### config.mk
export PLATFORM = sky130hd
export DESIGN_NAME = csr_top
export DESIGN_NICKNAME = d
export VERILOG_FILES = /design/src/verilog/csr_pkg.sv /design/src/verilog/csr_access_decode.sv /design/src/verilog/csr_read_mux.sv /design/src/verilog/csr_top.sv /design/src/verilog/machine_trap_regs.sv /design/src/verilog/priority_encoder.sv /design/src/verilog/trap_request.sv
export SDC_FILE = /design/constraint.sdc
export NUM_CORES = 1
export LEC_CHECK = 0
export BUFFER_PORTS_ARGS = -buffer_cell sky130_fd_sc_hd__buf_4
export CAP_MARGIN = 20
export CORE_ASPECT_RATIO = 0.7
export CORE_MARGIN = 3
export CORE_UTILIZATION = 57
export DETAILED_ROUTE_END_ITERATION = 8
export GPL_TIMING_DRIVEN = 1
export HOLD_SLACK_MARGIN = 0.02
export PLACE_DENSITY = 0.81
export SYNTH_ARGS = -nofsm -noshare
export SYNTH_HDL_FRONTEND = slang
export SYNTH_SLANG_ARGS = --single-unit
export TNS_END_PERCENT = 5
### constraint.sdc
create_clock -name clk -period 4.3 [get_ports clk]
set_input_delay 0.215 -clock clk [delete_from_list [all_inputs] [get_ports clk]]
set_output_delay 0.215 -clock clk [all_outputs]
set_load 0.02 [all_outputs]
### src/verilog/csr_pkg.sv
package csr_pkg;

	// ------------------------------------------------------------------
	// Widths and CSR map
	// ------------------------------------------------------------------

	localparam int XLEN = 32; // Data word width

	typedef logic [11:0] csr_addr_t;

	// Machine trap setup and handling
	localparam csr_addr_t MSTATUS  = 12'h300;
	localparam csr_addr_t MIE      = 12'h304;
	localparam csr_addr_t MTVEC    = 12'h305;
	localparam csr_addr_t MSCRATCH = 12'h340;
	localparam csr_addr_t MEPC     = 12'h341;
	localparam csr_addr_t MCAUSE   = 12'h342;
	localparam csr_addr_t MIP      = 12'h344;

	// Custom external interrupt controller
	localparam csr_addr_t MEIE0    = 12'hbe0; // Enable, one bit per line
	localparam csr_addr_t MEIP0    = 12'hfe0; // Pending, read-only
	localparam csr_addr_t MLEI     = 12'hfe4; // Lowest pending line, read-only

	typedef enum logic [1:0] {
		CSR_WTYPE_W = 2'h0, // Plain write
		CSR_WTYPE_S = 2'h1, // Set bits
		CSR_WTYPE_C = 2'h2  // Clear bits
	} csr_wtype_t;

	// Synchronous causes from the core, NONE when idle
	typedef enum logic [3:0] {
		EXCEPT_INSTR_MISALIGN = 4'h0,
		EXCEPT_INSTR_FAULT    = 4'h1,
		EXCEPT_INSTR_ILLEGAL  = 4'h2,
		EXCEPT_EBREAK         = 4'h3,
		EXCEPT_LOAD_ALIGN     = 4'h4,
		EXCEPT_LOAD_FAULT     = 4'h5,
		EXCEPT_STORE_ALIGN    = 4'h6,
		EXCEPT_STORE_FAULT    = 4'h7,
		EXCEPT_ECALL          = 4'h8,
		EXCEPT_MRET           = 4'hb, // Return, not a real exception
		EXCEPT_NONE           = 4'hf
	} except_t;

	localparam logic [XLEN-1:0] MIE_WMASK  = 32'h0000_0888; // meie, mtie, msie
	localparam logic [XLEN-1:0] MTVEC_INIT = 32'h0000_0000; // Direct mode at 0

	// ------------------------------------------------------------------
	// Structs
	// ------------------------------------------------------------------

	typedef struct packed {
		logic [23:0] rsvd_hi; // MPP sits in here, fixed on read
		logic        mpie;    // Bit 7
		logic [2:0]  rsvd_mid;
		logic        mie;     // Bit 3
		logic [2:0]  rsvd_lo;
	} mstatus_view_t;

	// Same word seen whole, or by mstatus field
	typedef union packed {
		logic [XLEN-1:0] raw;
		mstatus_view_t   mstatus;
	} csr_word_u;

	// One-hot register selects
	typedef struct packed {
		logic mstatus;
		logic mie;
		logic mtvec;
		logic mscratch;
		logic mepc;
		logic mcause;
		logic mip;
		logic meie0;
		logic meip0;
		logic mlei;
	} csr_sel_t;

	typedef struct packed {
		logic       en;    // Legal write this cycle
		csr_wtype_t wtype;
		csr_word_u  data;
	} csr_wr_t;

	typedef struct packed {
		logic            mstatus_mie;
		logic            mstatus_mpie;
		logic [XLEN-1:0] mie;
		logic [XLEN-1:0] mtvec;
		logic [XLEN-1:0] mepc;
		logic            mcause_irq;
		logic [5:0]      mcause_code;
		logic [XLEN-1:0] mscratch;
		logic [XLEN-1:0] meie0;
		logic [XLEN-1:0] meip0; // Sampled external lines, zero above NUM_IRQ
		logic            mtip;  // Sampled timer line
		logic            msip;  // Sampled software line
	} trap_state_t;

	typedef struct packed {
		logic       fire;    // vld and rdy on this edge
		logic       is_mret;
		logic       cause_irq;
		logic [5:0] cause_code;
	} trap_take_t;

	// Write, set or clear, only where wmask has a 1
	function automatic logic [XLEN-1:0] csr_update(
		input logic [XLEN-1:0] prev,
		input csr_wtype_t      wtype,
		input logic [XLEN-1:0] wdata,
		input logic [XLEN-1:0] wmask
	);
		logic [XLEN-1:0] raw;
		raw = wtype == CSR_WTYPE_C ? prev & ~wdata :
			wtype == CSR_WTYPE_S ? prev | wdata : wdata;
		return (raw & wmask) | (prev & ~wmask);
	endfunction

endpackage

### src/verilog/csr_access_decode.sv
`timescale 1ns/1ps

module csr_access_decode (
	input  csr_pkg::csr_addr_t       addr,
	input  logic [csr_pkg::XLEN-1:0] wdata,
	input  csr_pkg::csr_wtype_t      wtype,
	input  logic                     wen,
	input  logic                     ren,
	output csr_pkg::csr_sel_t        sel,
	output csr_pkg::csr_wr_t         wr,
	output logic                     illegal
);

	import csr_pkg::*;

	logic ro_hit;       // Address of a read-only register
	logic decode_match; // Access lands on something real

	// ------------------------------------------------------------------
	// Address decode
	// ------------------------------------------------------------------

	always_comb begin
		sel = '0;
		case (addr)
			MSTATUS:  sel.mstatus  = 1'b1;
			MIE:      sel.mie      = 1'b1;
			MTVEC:    sel.mtvec    = 1'b1;
			MSCRATCH: sel.mscratch = 1'b1;
			MEPC:     sel.mepc     = 1'b1;
			MCAUSE:   sel.mcause   = 1'b1;
			MIP:      sel.mip      = 1'b1; // Writable but writes dropped
			MEIE0:    sel.meie0    = 1'b1;
			MEIP0:    sel.meip0    = 1'b1;
			MLEI:     sel.mlei     = 1'b1;
			default:  sel          = '0;  // Unmapped
		endcase
	end

	assign ro_hit = sel.meip0 || sel.mlei;

	// Write to a read-only register counts as no match
	assign decode_match = (|sel) && !(wen && ro_hit);

	assign illegal = (wen || ren) && !decode_match;

	// Write strobe goes on only when legal
	always_comb begin
		wr.en       = wen && decode_match;
		wr.wtype    = wtype;
		wr.data.raw = wdata;
	end

endmodule

### src/verilog/csr_read_mux.sv
`timescale 1ns/1ps

module csr_read_mux (
	input  csr_pkg::csr_sel_t        sel,
	input  csr_pkg::trap_state_t     state,
	input  logic [4:0]               mlei,
	output logic [csr_pkg::XLEN-1:0] rdata
);

	import csr_pkg::*;

	localparam logic [XLEN-1:0] MSTATUS_RO = 32'h0000_1800; // MPP=11, always M-mode

	csr_word_u       mstatus_rd;
	logic [XLEN-1:0] mtvec_rd;
	logic [XLEN-1:0] mcause_rd;
	logic [XLEN-1:0] mip_rd;
	logic            meip;

	assign meip = |(state.meie0 & state.meip0); // Global external pending

	// Constant bits first, then the live fields on top
	always_comb begin
		mstatus_rd.raw          = MSTATUS_RO;
		mstatus_rd.mstatus.mie  = state.mstatus_mie;
		mstatus_rd.mstatus.mpie = state.mstatus_mpie;
	end

	assign mtvec_rd  = {state.mtvec[XLEN-1:2], 1'b0, state.mtvec[0]}; // Base, mode
	assign mcause_rd = {state.mcause_irq, 26'h0, state.mcause_code[4:0]};
	assign mip_rd    = {20'h0, meip, 3'h0, state.mtip, 3'h0, state.msip, 3'h0};

	// ------------------------------------------------------------------
	// AND-OR read mux over one-hot selects
	// ------------------------------------------------------------------

	always_comb begin
		rdata = '0;
		rdata |= {XLEN{sel.mstatus}}  & mstatus_rd.raw;
		rdata |= {XLEN{sel.mie}}      & state.mie;
		rdata |= {XLEN{sel.mtvec}}    & mtvec_rd;
		rdata |= {XLEN{sel.mscratch}} & state.mscratch;
		rdata |= {XLEN{sel.mepc}}     & state.mepc;
		rdata |= {XLEN{sel.mcause}}   & mcause_rd;
		rdata |= {XLEN{sel.mip}}      & mip_rd;
		rdata |= {XLEN{sel.meie0}}    & state.meie0;
		rdata |= {XLEN{sel.meip0}}    & state.meip0;
		rdata |= {XLEN{sel.mlei}}     & XLEN'(mlei);
	end

endmodule

### src/verilog/csr_top.sv
`timescale 1ns/1ps

module csr_top #(
	parameter int NUM_IRQ = 16
) (
	input  logic                     clk,
	input  logic                     rst_n,
	// CSR access, single-cycle strobes
	input  csr_pkg::csr_addr_t       addr,
	input  logic [csr_pkg::XLEN-1:0] wdata,
	input  csr_pkg::csr_wtype_t      wtype,
	input  logic                     wen,
	input  logic                     ren,
	output logic [csr_pkg::XLEN-1:0] rdata,   // Same cycle
	output logic                     illegal, // Same cycle
	// Trap causes from the core
	input  csr_pkg::except_t         except,
	input  logic [csr_pkg::XLEN-1:0] mepc_in,
	// Level-sensitive interrupt lines
	input  logic [NUM_IRQ-1:0]       irq,
	input  logic                     irq_timer,
	input  logic                     irq_software,
	// Trap handshake
	output logic [csr_pkg::XLEN-1:0] trap_addr,
	output logic                     trap_is_irq,
	output logic                     trap_enter_vld,
	input  logic                     trap_enter_rdy
);

	csr_pkg::csr_sel_t    sel;
	csr_pkg::csr_wr_t     wr;
	csr_pkg::trap_state_t state;
	csr_pkg::trap_take_t  take;
	logic [4:0]           mlei;

	csr_access_decode u_decode (
		.addr    (addr),
		.wdata   (wdata),
		.wtype   (wtype),
		.wen     (wen),
		.ren     (ren),
		.sel     (sel),
		.wr      (wr),
		.illegal (illegal)
	);

	machine_trap_regs #(.NUM_IRQ(NUM_IRQ)) u_regs (
		.clk          (clk),
		.rst_n        (rst_n),
		.sel          (sel),
		.wr           (wr),
		.take         (take),
		.mepc_in      (mepc_in),
		.irq          (irq),
		.irq_timer    (irq_timer),
		.irq_software (irq_software),
		.state        (state)
	);

	trap_request #(.NUM_IRQ(NUM_IRQ)) u_req (
		.except         (except),
		.trap_enter_rdy (trap_enter_rdy),
		.state          (state),
		.trap_addr      (trap_addr),
		.trap_is_irq    (trap_is_irq),
		.trap_enter_vld (trap_enter_vld),
		.take           (take),
		.mlei           (mlei)
	);

	csr_read_mux u_rmux (
		.sel   (sel),
		.state (state),
		.mlei  (mlei),
		.rdata (rdata)
	);

endmodule

### src/verilog/machine_trap_regs.sv
`timescale 1ns/1ps

module machine_trap_regs #(
	parameter int NUM_IRQ = 16
) (
	input  logic                     clk,
	input  logic                     rst_n,
	input  csr_pkg::csr_sel_t        sel,
	input  csr_pkg::csr_wr_t         wr,
	input  csr_pkg::trap_take_t      take,
	input  logic [csr_pkg::XLEN-1:0] mepc_in,
	input  logic [NUM_IRQ-1:0]       irq,
	input  logic                     irq_timer,
	input  logic                     irq_software,
	output csr_pkg::trap_state_t     state
);

	import csr_pkg::*;

	localparam logic [XLEN-1:0] MSTATUS_WMASK = 32'h0000_0088; // mpie, mie
	localparam logic [XLEN-1:0] MTVEC_WMASK   = 32'hffff_fffd; // Base and mode bit 0
	localparam logic [XLEN-1:0] MCAUSE_WMASK  = 32'h8000_003f; // Irq flag, 6-bit code
	localparam logic [XLEN-1:0] MEPC_MASK     = 32'hffff_fffe; // Bit 0 always 0
	localparam logic [XLEN-1:0] MEIE0_WMASK   = ~({XLEN{1'b1}} << NUM_IRQ);

	// Two-level enable stack
	logic mstatus_mie;
	logic mstatus_mpie;

	logic [XLEN-1:0] mie;
	logic [XLEN-1:0] mtvec;
	logic [XLEN-1:0] mepc;
	logic [XLEN-1:0] mscratch;
	logic [XLEN-1:0] meie0;
	logic            mcause_irq;
	logic [5:0]      mcause_code;

	// Interrupt lines registered once
	logic [NUM_IRQ-1:0] irq_r;
	logic               irq_timer_r;
	logic               irq_software_r;

	logic            trap_entry; // Handshake other than mret
	logic            trap_exit;  // Handshake on mret
	mstatus_view_t   ms_cur;
	csr_word_u       ms_upd;
	logic [XLEN-1:0] mcause_upd;

	assign trap_entry = take.fire && !take.is_mret;
	assign trap_exit  = take.fire && take.is_mret;

	// Next values for the registers with scattered fields
	always_comb begin
		ms_cur      = '0;
		ms_cur.mie  = mstatus_mie;
		ms_cur.mpie = mstatus_mpie;
		ms_upd.raw  = csr_update(ms_cur, wr.wtype, wr.data.raw, MSTATUS_WMASK);
		mcause_upd  = csr_update({mcause_irq, 25'h0, mcause_code}, wr.wtype,
			wr.data.raw, MCAUSE_WMASK);
	end

	// ------------------------------------------------------------------
	// Trap state with trap entry ahead of software writes
	// ------------------------------------------------------------------

	always_ff @(posedge clk or negedge rst_n) begin
		if (!rst_n) begin
			mstatus_mie  <= 1'b0;
			mstatus_mpie <= 1'b0;
		end else if (trap_exit) begin
			mstatus_mie  <= mstatus_mpie; // Pop
			mstatus_mpie <= 1'b1;
		end else if (trap_entry) begin
			mstatus_mpie <= mstatus_mie;  // Push then mask
			mstatus_mie  <= 1'b0;
		end else if (wr.en && sel.mstatus) begin
			mstatus_mie  <= ms_upd.mstatus.mie;
			mstatus_mpie <= ms_upd.mstatus.mpie;
		end
	end

	always_ff @(posedge clk or negedge rst_n) begin
		if (!rst_n) begin
			mcause_irq  <= 1'b0;
			mcause_code <= 6'h0;
		end else if (trap_entry) begin
			mcause_irq  <= take.cause_irq;
			mcause_code <= take.cause_code;
		end else if (wr.en && sel.mcause) begin
			mcause_irq  <= mcause_upd[XLEN-1];
			mcause_code <= mcause_upd[5:0];
		end
	end

	// Enables and vector base written only by software
	always_ff @(posedge clk or negedge rst_n) begin
		if (!rst_n) begin
			mie   <= '0;
			mtvec <= MTVEC_INIT;
			meie0 <= MEIE0_WMASK; // Every implemented line enabled
		end else begin
			if (wr.en && sel.mie)
				mie <= csr_update(mie, wr.wtype, wr.data.raw, MIE_WMASK);
			if (wr.en && sel.mtvec)
				mtvec <= csr_update(mtvec, wr.wtype, wr.data.raw, MTVEC_WMASK);
			if (wr.en && sel.meie0)
				meie0 <= csr_update(meie0, wr.wtype, wr.data.raw, MEIE0_WMASK);
		end
	end

	// Payload words
	always_ff @(posedge clk) begin
		if (trap_entry)
			mepc <= mepc_in & MEPC_MASK;
		else if (wr.en && sel.mepc)
			mepc <= csr_update(mepc, wr.wtype, wr.data.raw, '1) & MEPC_MASK;
		if (wr.en && sel.mscratch)
			mscratch <= csr_update(mscratch, wr.wtype, wr.data.raw, '1);
	end

	always_ff @(posedge clk or negedge rst_n) begin
		if (!rst_n) begin
			irq_r          <= '0;
			irq_timer_r    <= 1'b0;
			irq_software_r <= 1'b0;
		end else begin
			irq_r          <= irq;
			irq_timer_r    <= irq_timer;
			irq_software_r <= irq_software;
		end
	end

	always_comb begin
		state.mstatus_mie  = mstatus_mie;
		state.mstatus_mpie = mstatus_mpie;
		state.mie          = mie;
		state.mtvec        = mtvec;
		state.mepc         = mepc;
		state.mcause_irq   = mcause_irq;
		state.mcause_code  = mcause_code;
		state.mscratch     = mscratch;
		state.meie0        = meie0;
		state.meip0        = XLEN'(irq_r); // Zero above NUM_IRQ
		state.mtip         = irq_timer_r;
		state.msip         = irq_software_r;
	end

endmodule

### src/verilog/priority_encoder.sv
`timescale 1ns/1ps

// Index of the lowest set request bit
module priority_encoder #(
	parameter int W_REQ = 16
) (
	input  logic [W_REQ-1:0]         req,
	output logic [$clog2(W_REQ)-1:0] gnt
);

	localparam int W_GNT = $clog2(W_REQ);

	always_comb begin
		gnt = '0; // Also the answer for no request
		// Scan downwards, the lowest hit writes last
		for (int i = W_REQ - 1; i >= 0; i--) begin
			if (req[i])
				gnt = W_GNT'(i);
		end
	end

endmodule

### src/verilog/trap_request.sv
`timescale 1ns/1ps

module trap_request #(
	parameter int NUM_IRQ = 16
) (
	input  csr_pkg::except_t         except,
	input  logic                     trap_enter_rdy,
	input  csr_pkg::trap_state_t     state,
	output logic [csr_pkg::XLEN-1:0] trap_addr,
	output logic                     trap_is_irq,
	output logic                     trap_enter_vld,
	output csr_pkg::trap_take_t      take,
	output logic [4:0]               mlei
);

	import csr_pkg::*;

	localparam int W_EXT = $clog2(NUM_IRQ);

	logic [15:0]        std_req;    // Standard pending and enabled
	logic [NUM_IRQ-1:0] ext_req;    // External pending and enabled
	logic [3:0]         std_num;
	logic [W_EXT-1:0]   ext_num;
	logic               std_active;
	logic               ext_active;
	logic               exc_any;
	logic               is_mret;
	logic [5:0]         irq_code;   // Cause number of the winning interrupt
	logic [5:0]         vector;
	logic [XLEN-1:0]    mtvec_base;

	// meip stays out of the standard set, externals vector by line number
	assign std_req = {8'h0, state.mtip, 3'h0, state.msip, 3'h0} & state.mie[15:0];
	assign ext_req = state.meie0[NUM_IRQ-1:0] & state.meip0[NUM_IRQ-1:0];

	priority_encoder #(.W_REQ(16)) u_std_pe (
		.req (std_req),
		.gnt (std_num)
	);

	priority_encoder #(.W_REQ(NUM_IRQ)) u_ext_pe (
		.req (ext_req),
		.gnt (ext_num)
	);

	assign mlei = 5'(ext_num);

	assign std_active = (|std_req) && state.mstatus_mie;
	assign ext_active = (|ext_req) && state.mstatus_mie && state.mie[11];

	assign exc_any = except != EXCEPT_NONE; // mret counts here too
	assign is_mret = except == EXCEPT_MRET;

	// Standard over external
	assign irq_code = std_active ? 6'(std_num) : 6'd16 + 6'(ext_num);

	// Vectoring only for interrupts in mode 1
	assign vector     = (state.mtvec[0] && !exc_any) ? irq_code : 6'd0;
	assign mtvec_base = {state.mtvec[XLEN-1:2], 2'b00};

	assign trap_addr = is_mret ? state.mepc : mtvec_base + XLEN'({vector, 2'b00});

	assign trap_is_irq    = !exc_any;
	assign trap_enter_vld = exc_any || std_active || ext_active; // Drops if cause goes

	always_comb begin
		take.fire       = trap_enter_vld && trap_enter_rdy;
		take.is_mret    = is_mret;
		take.cause_irq  = !exc_any;
		take.cause_code = exc_any ? {2'b00, except} : irq_code;
	end

endmodule
==> reports/results.txt <==
The number of vias in the routed layout came out at 10080. The tools report the Yosys warning count as 0. During placement, the flow inserted port buffers numbering 169.

The tools report the post-route clock skew as 0.01324 ns. Row generation in the floorplan step produced 39 rows. Count of pins on the block boundary: 172.

The tools report the tightest slew margin relative to the limit as 25.27%. In the synthesized netlist the dominant register cell turns out to be sky130_fd_sc_hd__edfxtp_1. Floorplan core area: 0.01640 mm^2. The share of the synthesized netlist area taken by xor and xnor gates came out at 5.107%. Signal routing reaches up to met4. The synthesized netlist devotes 29.84% of its cell area to compound gates. The worst setup path is launched from a register. Max-cap violations in this run came to 0. The clock tree synthesis step divided the H-tree into 4 levels. The run gives 0 as the final setup violation count.

The net count of the finished layout is 1379. The wire length on met3 is 4.883 mm, and the number of antenna-violating nets in the routed design is 0. The DRC violation count after routing was 0. The tools report the wire length on met1 as 13.65 mm. The routed wire length is 33.82 mm, and the total clock buffers created by CTS is 17. The run finished with clean final reports. The run gives 0.43 ns as the clock latency reported for the late side of the worst-skew pair. For this design, the sink count on the clock tree is 139.

Timing would allow up to 236.7 MHz. Clock-pin slew was measured on the worst setup and hold paths at 0.07 ns. The first-iteration detailed-routing DRC count is 1692. Critical path class: reg -> out. Leaving out fill and tap cells, the most frequent cell in the layout is sky130_fd_sc_hd__buf_4. The class of the tightest hold or removal check was in -> reg. Counting flops with a built-in enable in the synthesized netlist gives 63.

The aggregate negative setup slack was 0 ns; the actual transition at the worst max-transition pin was 1.120 ns. The multiplexer share of the synthesized area is 2.632%. The finished layout holds 1506 standard cells, fillers aside.

The post-DP HPWL was 22.25 mm. The first detailed-routing pass ran for 7 iterations. Of the cells placed in the final design, the portion with a size suffix greater than 1 is 20.61%. The number of placed instances, taps included, is 1454.

The cell count after synthesis came out at 1135. The global-route wire length before repair was 52.65 mm; the cell area power density was 340.2 mW/mm^2. The run gives 36.56% as the global routing usage summed across all routing layers. The portion of the clock cycle consumed by the worst path in the final layout came out at 98.27%. Entering global routing, the biggest net connects 61 pins.

Counting the fill cells in the layout gives 1268. The total leakage power came out at 0.005040 uW. The dominant combinational cell family by area after synthesis was compound AO/OA/AOI/OAI gates.

In the final routed layout, each cell accounts on average for 22.46 um. Share of flip-flops with an asynchronous set or reset after synthesis: 54.68%. In this run the vertical extent of the chip is 114.6 um. Once the floorplan was initialized, standard cells occupied 58.57% of the core.

The die footprint is 0.01847 mm^2, and the count of distinct cell types in the synthesized netlist is 64. Along the worst path, the maximum fanout reaches 7. Once layout is done, the placed cells without fillers occupy 0.01184 mm^2. Among all stages on the critical path, the largest delay is contributed by sky130_fd_sc_hd__dfstp_2. Of the total synthesized cell area, the portion taken by AND, OR, NAND and NOR gates is 15.40%. The hold violation total from the final report was 0; the antenna cell count was 0. The total standard cell area after synthesis is 0.009603 mm^2. The tightest hold margin is 0.04982 ns, and the via density per instance is 6.693. For the remaining global-route overflow, the log shows 0. The kind of end point of the critical path is an output pin.

The signal on the critical path passes through nand2_1 -> a32o_1 -> a222oi_1 -> a31oi_2 -> a21oi_1 -> ha_2 -> fa_1 -> a21o_1 -> a21o_1 -> a21oi_2 -> or4_4 -> or3_1 -> a31oi_1 -> buf_4. A synthesized cell averages 8.461 um^2. The final estimated routing congestion in global placement came out at 0.9431.

The largest voltage drop on the vdd net was 212.2 uV; the critical path required time was 4.09 ns. Sequential elements use 39.71% of the synthesized area. The count of state elements after synthesis came out at 139.

From synthesis to final layout, the design area changed by 23.24%. Counting every net in the synthesized netlist gives 1246. Largest stage delay on the critical path: 0.59 ns. The met2 routed wirelength is 14.37 mm. The routed design could run at a clock period as short as 4.226 ns. Data on the critical path arrives at its endpoint at 4.01 ns.

Summing all placed instances gives a cell area of 0.01101 mm^2. The clock tree buffer depth is 2, and the overall die width is 161.1 um. The via count of the first global-routing pass is 9385. The most prevalent standard cell on the critical path is sky130_fd_sc_hd__a21o_1.

TritonCTS built the clock tree. The final number of max-transition violations was 0. After Yosys synthesis, full adders, half adders and majority gates account for 0.8599% of the synthesized area. The master cell of the clock root buffer is sky130_fd_sc_hd__clkbuf_16. Setup repair after global routing could not meet its margin everywhere. The initial antenna violation count is 0.

In the layout the commonest cells are 192 x sky130_fd_sc_hd__buf_4, 116 x sky130_fd_sc_hd__nor2_1, 110 x sky130_fd_sc_hd__nand2_1, 100 x sky130_fd_sc_hd__o21ai_0, 80 x sky130_fd_sc_hd__a21oi_1.
## cell usage after synthesis, types with 6 or more instances
library cell                 n  area [um^2]
sky130_fd_sc_hd__o221ai_1   29        254.0
sky130_fd_sc_hd__a21o_1      9        67.56
sky130_fd_sc_hd__buf_1       9        33.78
sky130_fd_sc_hd__nand3_1    15        75.07
sky130_fd_sc_hd__nor2_1    117        439.2
sky130_fd_sc_hd__inv_1      57        214.0
sky130_fd_sc_hd__a21oi_1    83        415.4
sky130_fd_sc_hd__clkbuf_1   78        292.8
sky130_fd_sc_hd__nand2_1   110        412.9
sky130_fd_sc_hd__a221o_1    11        110.1
sky130_fd_sc_hd__o211ai_1    6        45.04
sky130_fd_sc_hd__a221oi_1    7        61.31
sky130_fd_sc_hd__a31oi_1     9        56.30
sky130_fd_sc_hd__buf_2      11        55.05
sky130_fd_sc_hd__o31ai_1    32        240.2
sky130_fd_sc_hd__nand2b_1    7        43.79
sky130_fd_sc_hd__a222oi_1   18        180.2
sky130_fd_sc_hd__xnor2_1    52        455.4
sky130_fd_sc_hd__a22o_1      6        52.55
sky130_fd_sc_hd__edfxtp_1   63         1892
sky130_fd_sc_hd__nor3_1      9        45.04
sky130_fd_sc_hd__dfrtp_1    60         1501
sky130_fd_sc_hd__nor4_1     13        81.33
sky130_fd_sc_hd__a22oi_1    76        570.6
sky130_fd_sc_hd__dfstp_2    16        420.4
sky130_fd_sc_hd__and3_1      7        43.79
sky130_fd_sc_hd__mux2i_1    23        230.2
sky130_fd_sc_hd__o21ai_0   113        565.5
sky130_fd_sc_hd__and2_1     12        75.07
## sequential cells by signal, indices dropped and copies added, names as in the netlist, 3 cells and up
| register | count |
|---|---|
| u_regs.irq_r | 16 |
| u_regs.mscratch | 32 |
| u_regs.mepc | 31 |
| u_regs.mtvec | 31 |
| u_regs.mie | 3 |
| u_regs.mcause_code | 5 |
| u_regs.meie0 | 16 |
## timing repair
| action | CTS | global route |
|---|---|---|
| hold buffers | 19 | 0 |
| gates resized for setup | 8 | 14 |
| endpoints found under the hold margin | 43 | 0 |
| pin swaps | 2 | 4 |
| buffers inserted | 1 | 0 |
| endpoints found under the setup margin | 13 | 17 |
## worst max-delay path, delay by kind of cell, from the launching register on
family	cells	cell delay (ns)
compound gates	8	1.48
fa+ha+maj	2	0.44
buf+inv	1	0.18
flops	1	0.59
simple gates	3	0.89
## report_power, final
part | switching [uW] | internal [uW]
registers | 169 | 1530
clock network | 642 | 853
logic | 465 | 368
## cell type report
class	count	area [um^2]	area share (%)
multi-input combinational	838	5230	44.19
inverter	57	214.0	1.808
sequential	139	3814	32.22
tap	225	281.5	2.379
clock buffer	21	503.0	4.250
clock inverter	11	90.09	0.7612
timing repair buffer	215	1703	14.39
## through the flow
step | worst slack, ns | utilization [%] | total power (uW)
detailed placement | 0.2635 | 67.16 | 2505
global placement | 0.3139 | 67.16 | 2480
finish | 0.07446 | 72.18 | 4027
CTS | 0.001928 | 72.12 | 3992
global route | -0.03418 | 72.18 | 4159
floorplan | 0.5427 | - | 2158
## cell families (layout without fill, tap and decap cells)
| group | count (synthesis) | after routing |
|---|---|---|
| fa+ha+maj | 6 | 6 |
| other cells | 1 | 1 |
| mux | 25 | 25 |
| flops | 139 | 139 |
| buf+inv | 158 | 304 |
| simple gates | 322 | 322 |
| xor+xnor | 56 | 56 |
| compound gates | 428 | 428 |
## per-layer routing
metal	up-vias	GRT usage, %
li1	4485	-
met5	-	0
met4	0	12.49
met2	798	53.74
met3	89	8.821
met1	4708	53.18
## final timing paths
check	slack, ns	to	start	depth (start not counted)
max in group asynchronous	2.98	u_regs.mtvec[28]	rst_n	3
setup / recovery	0.07	trap_addr[30]	u_regs.meie0[5]	14
min in group asynchronous	0.27	u_regs.mtvec[26]	rst_n	2
hold reg to reg	0.57	u_regs.mscratch[30]	u_regs.mscratch[30]	2
hold / removal	0.05	u_regs.mepc[5]	mepc_in[5]	3
setup reg to reg	1.42	u_regs.mcause_code[1]	u_regs.irq_r[9]	7
No activity file was read; power rests on OpenSTA's default activity.
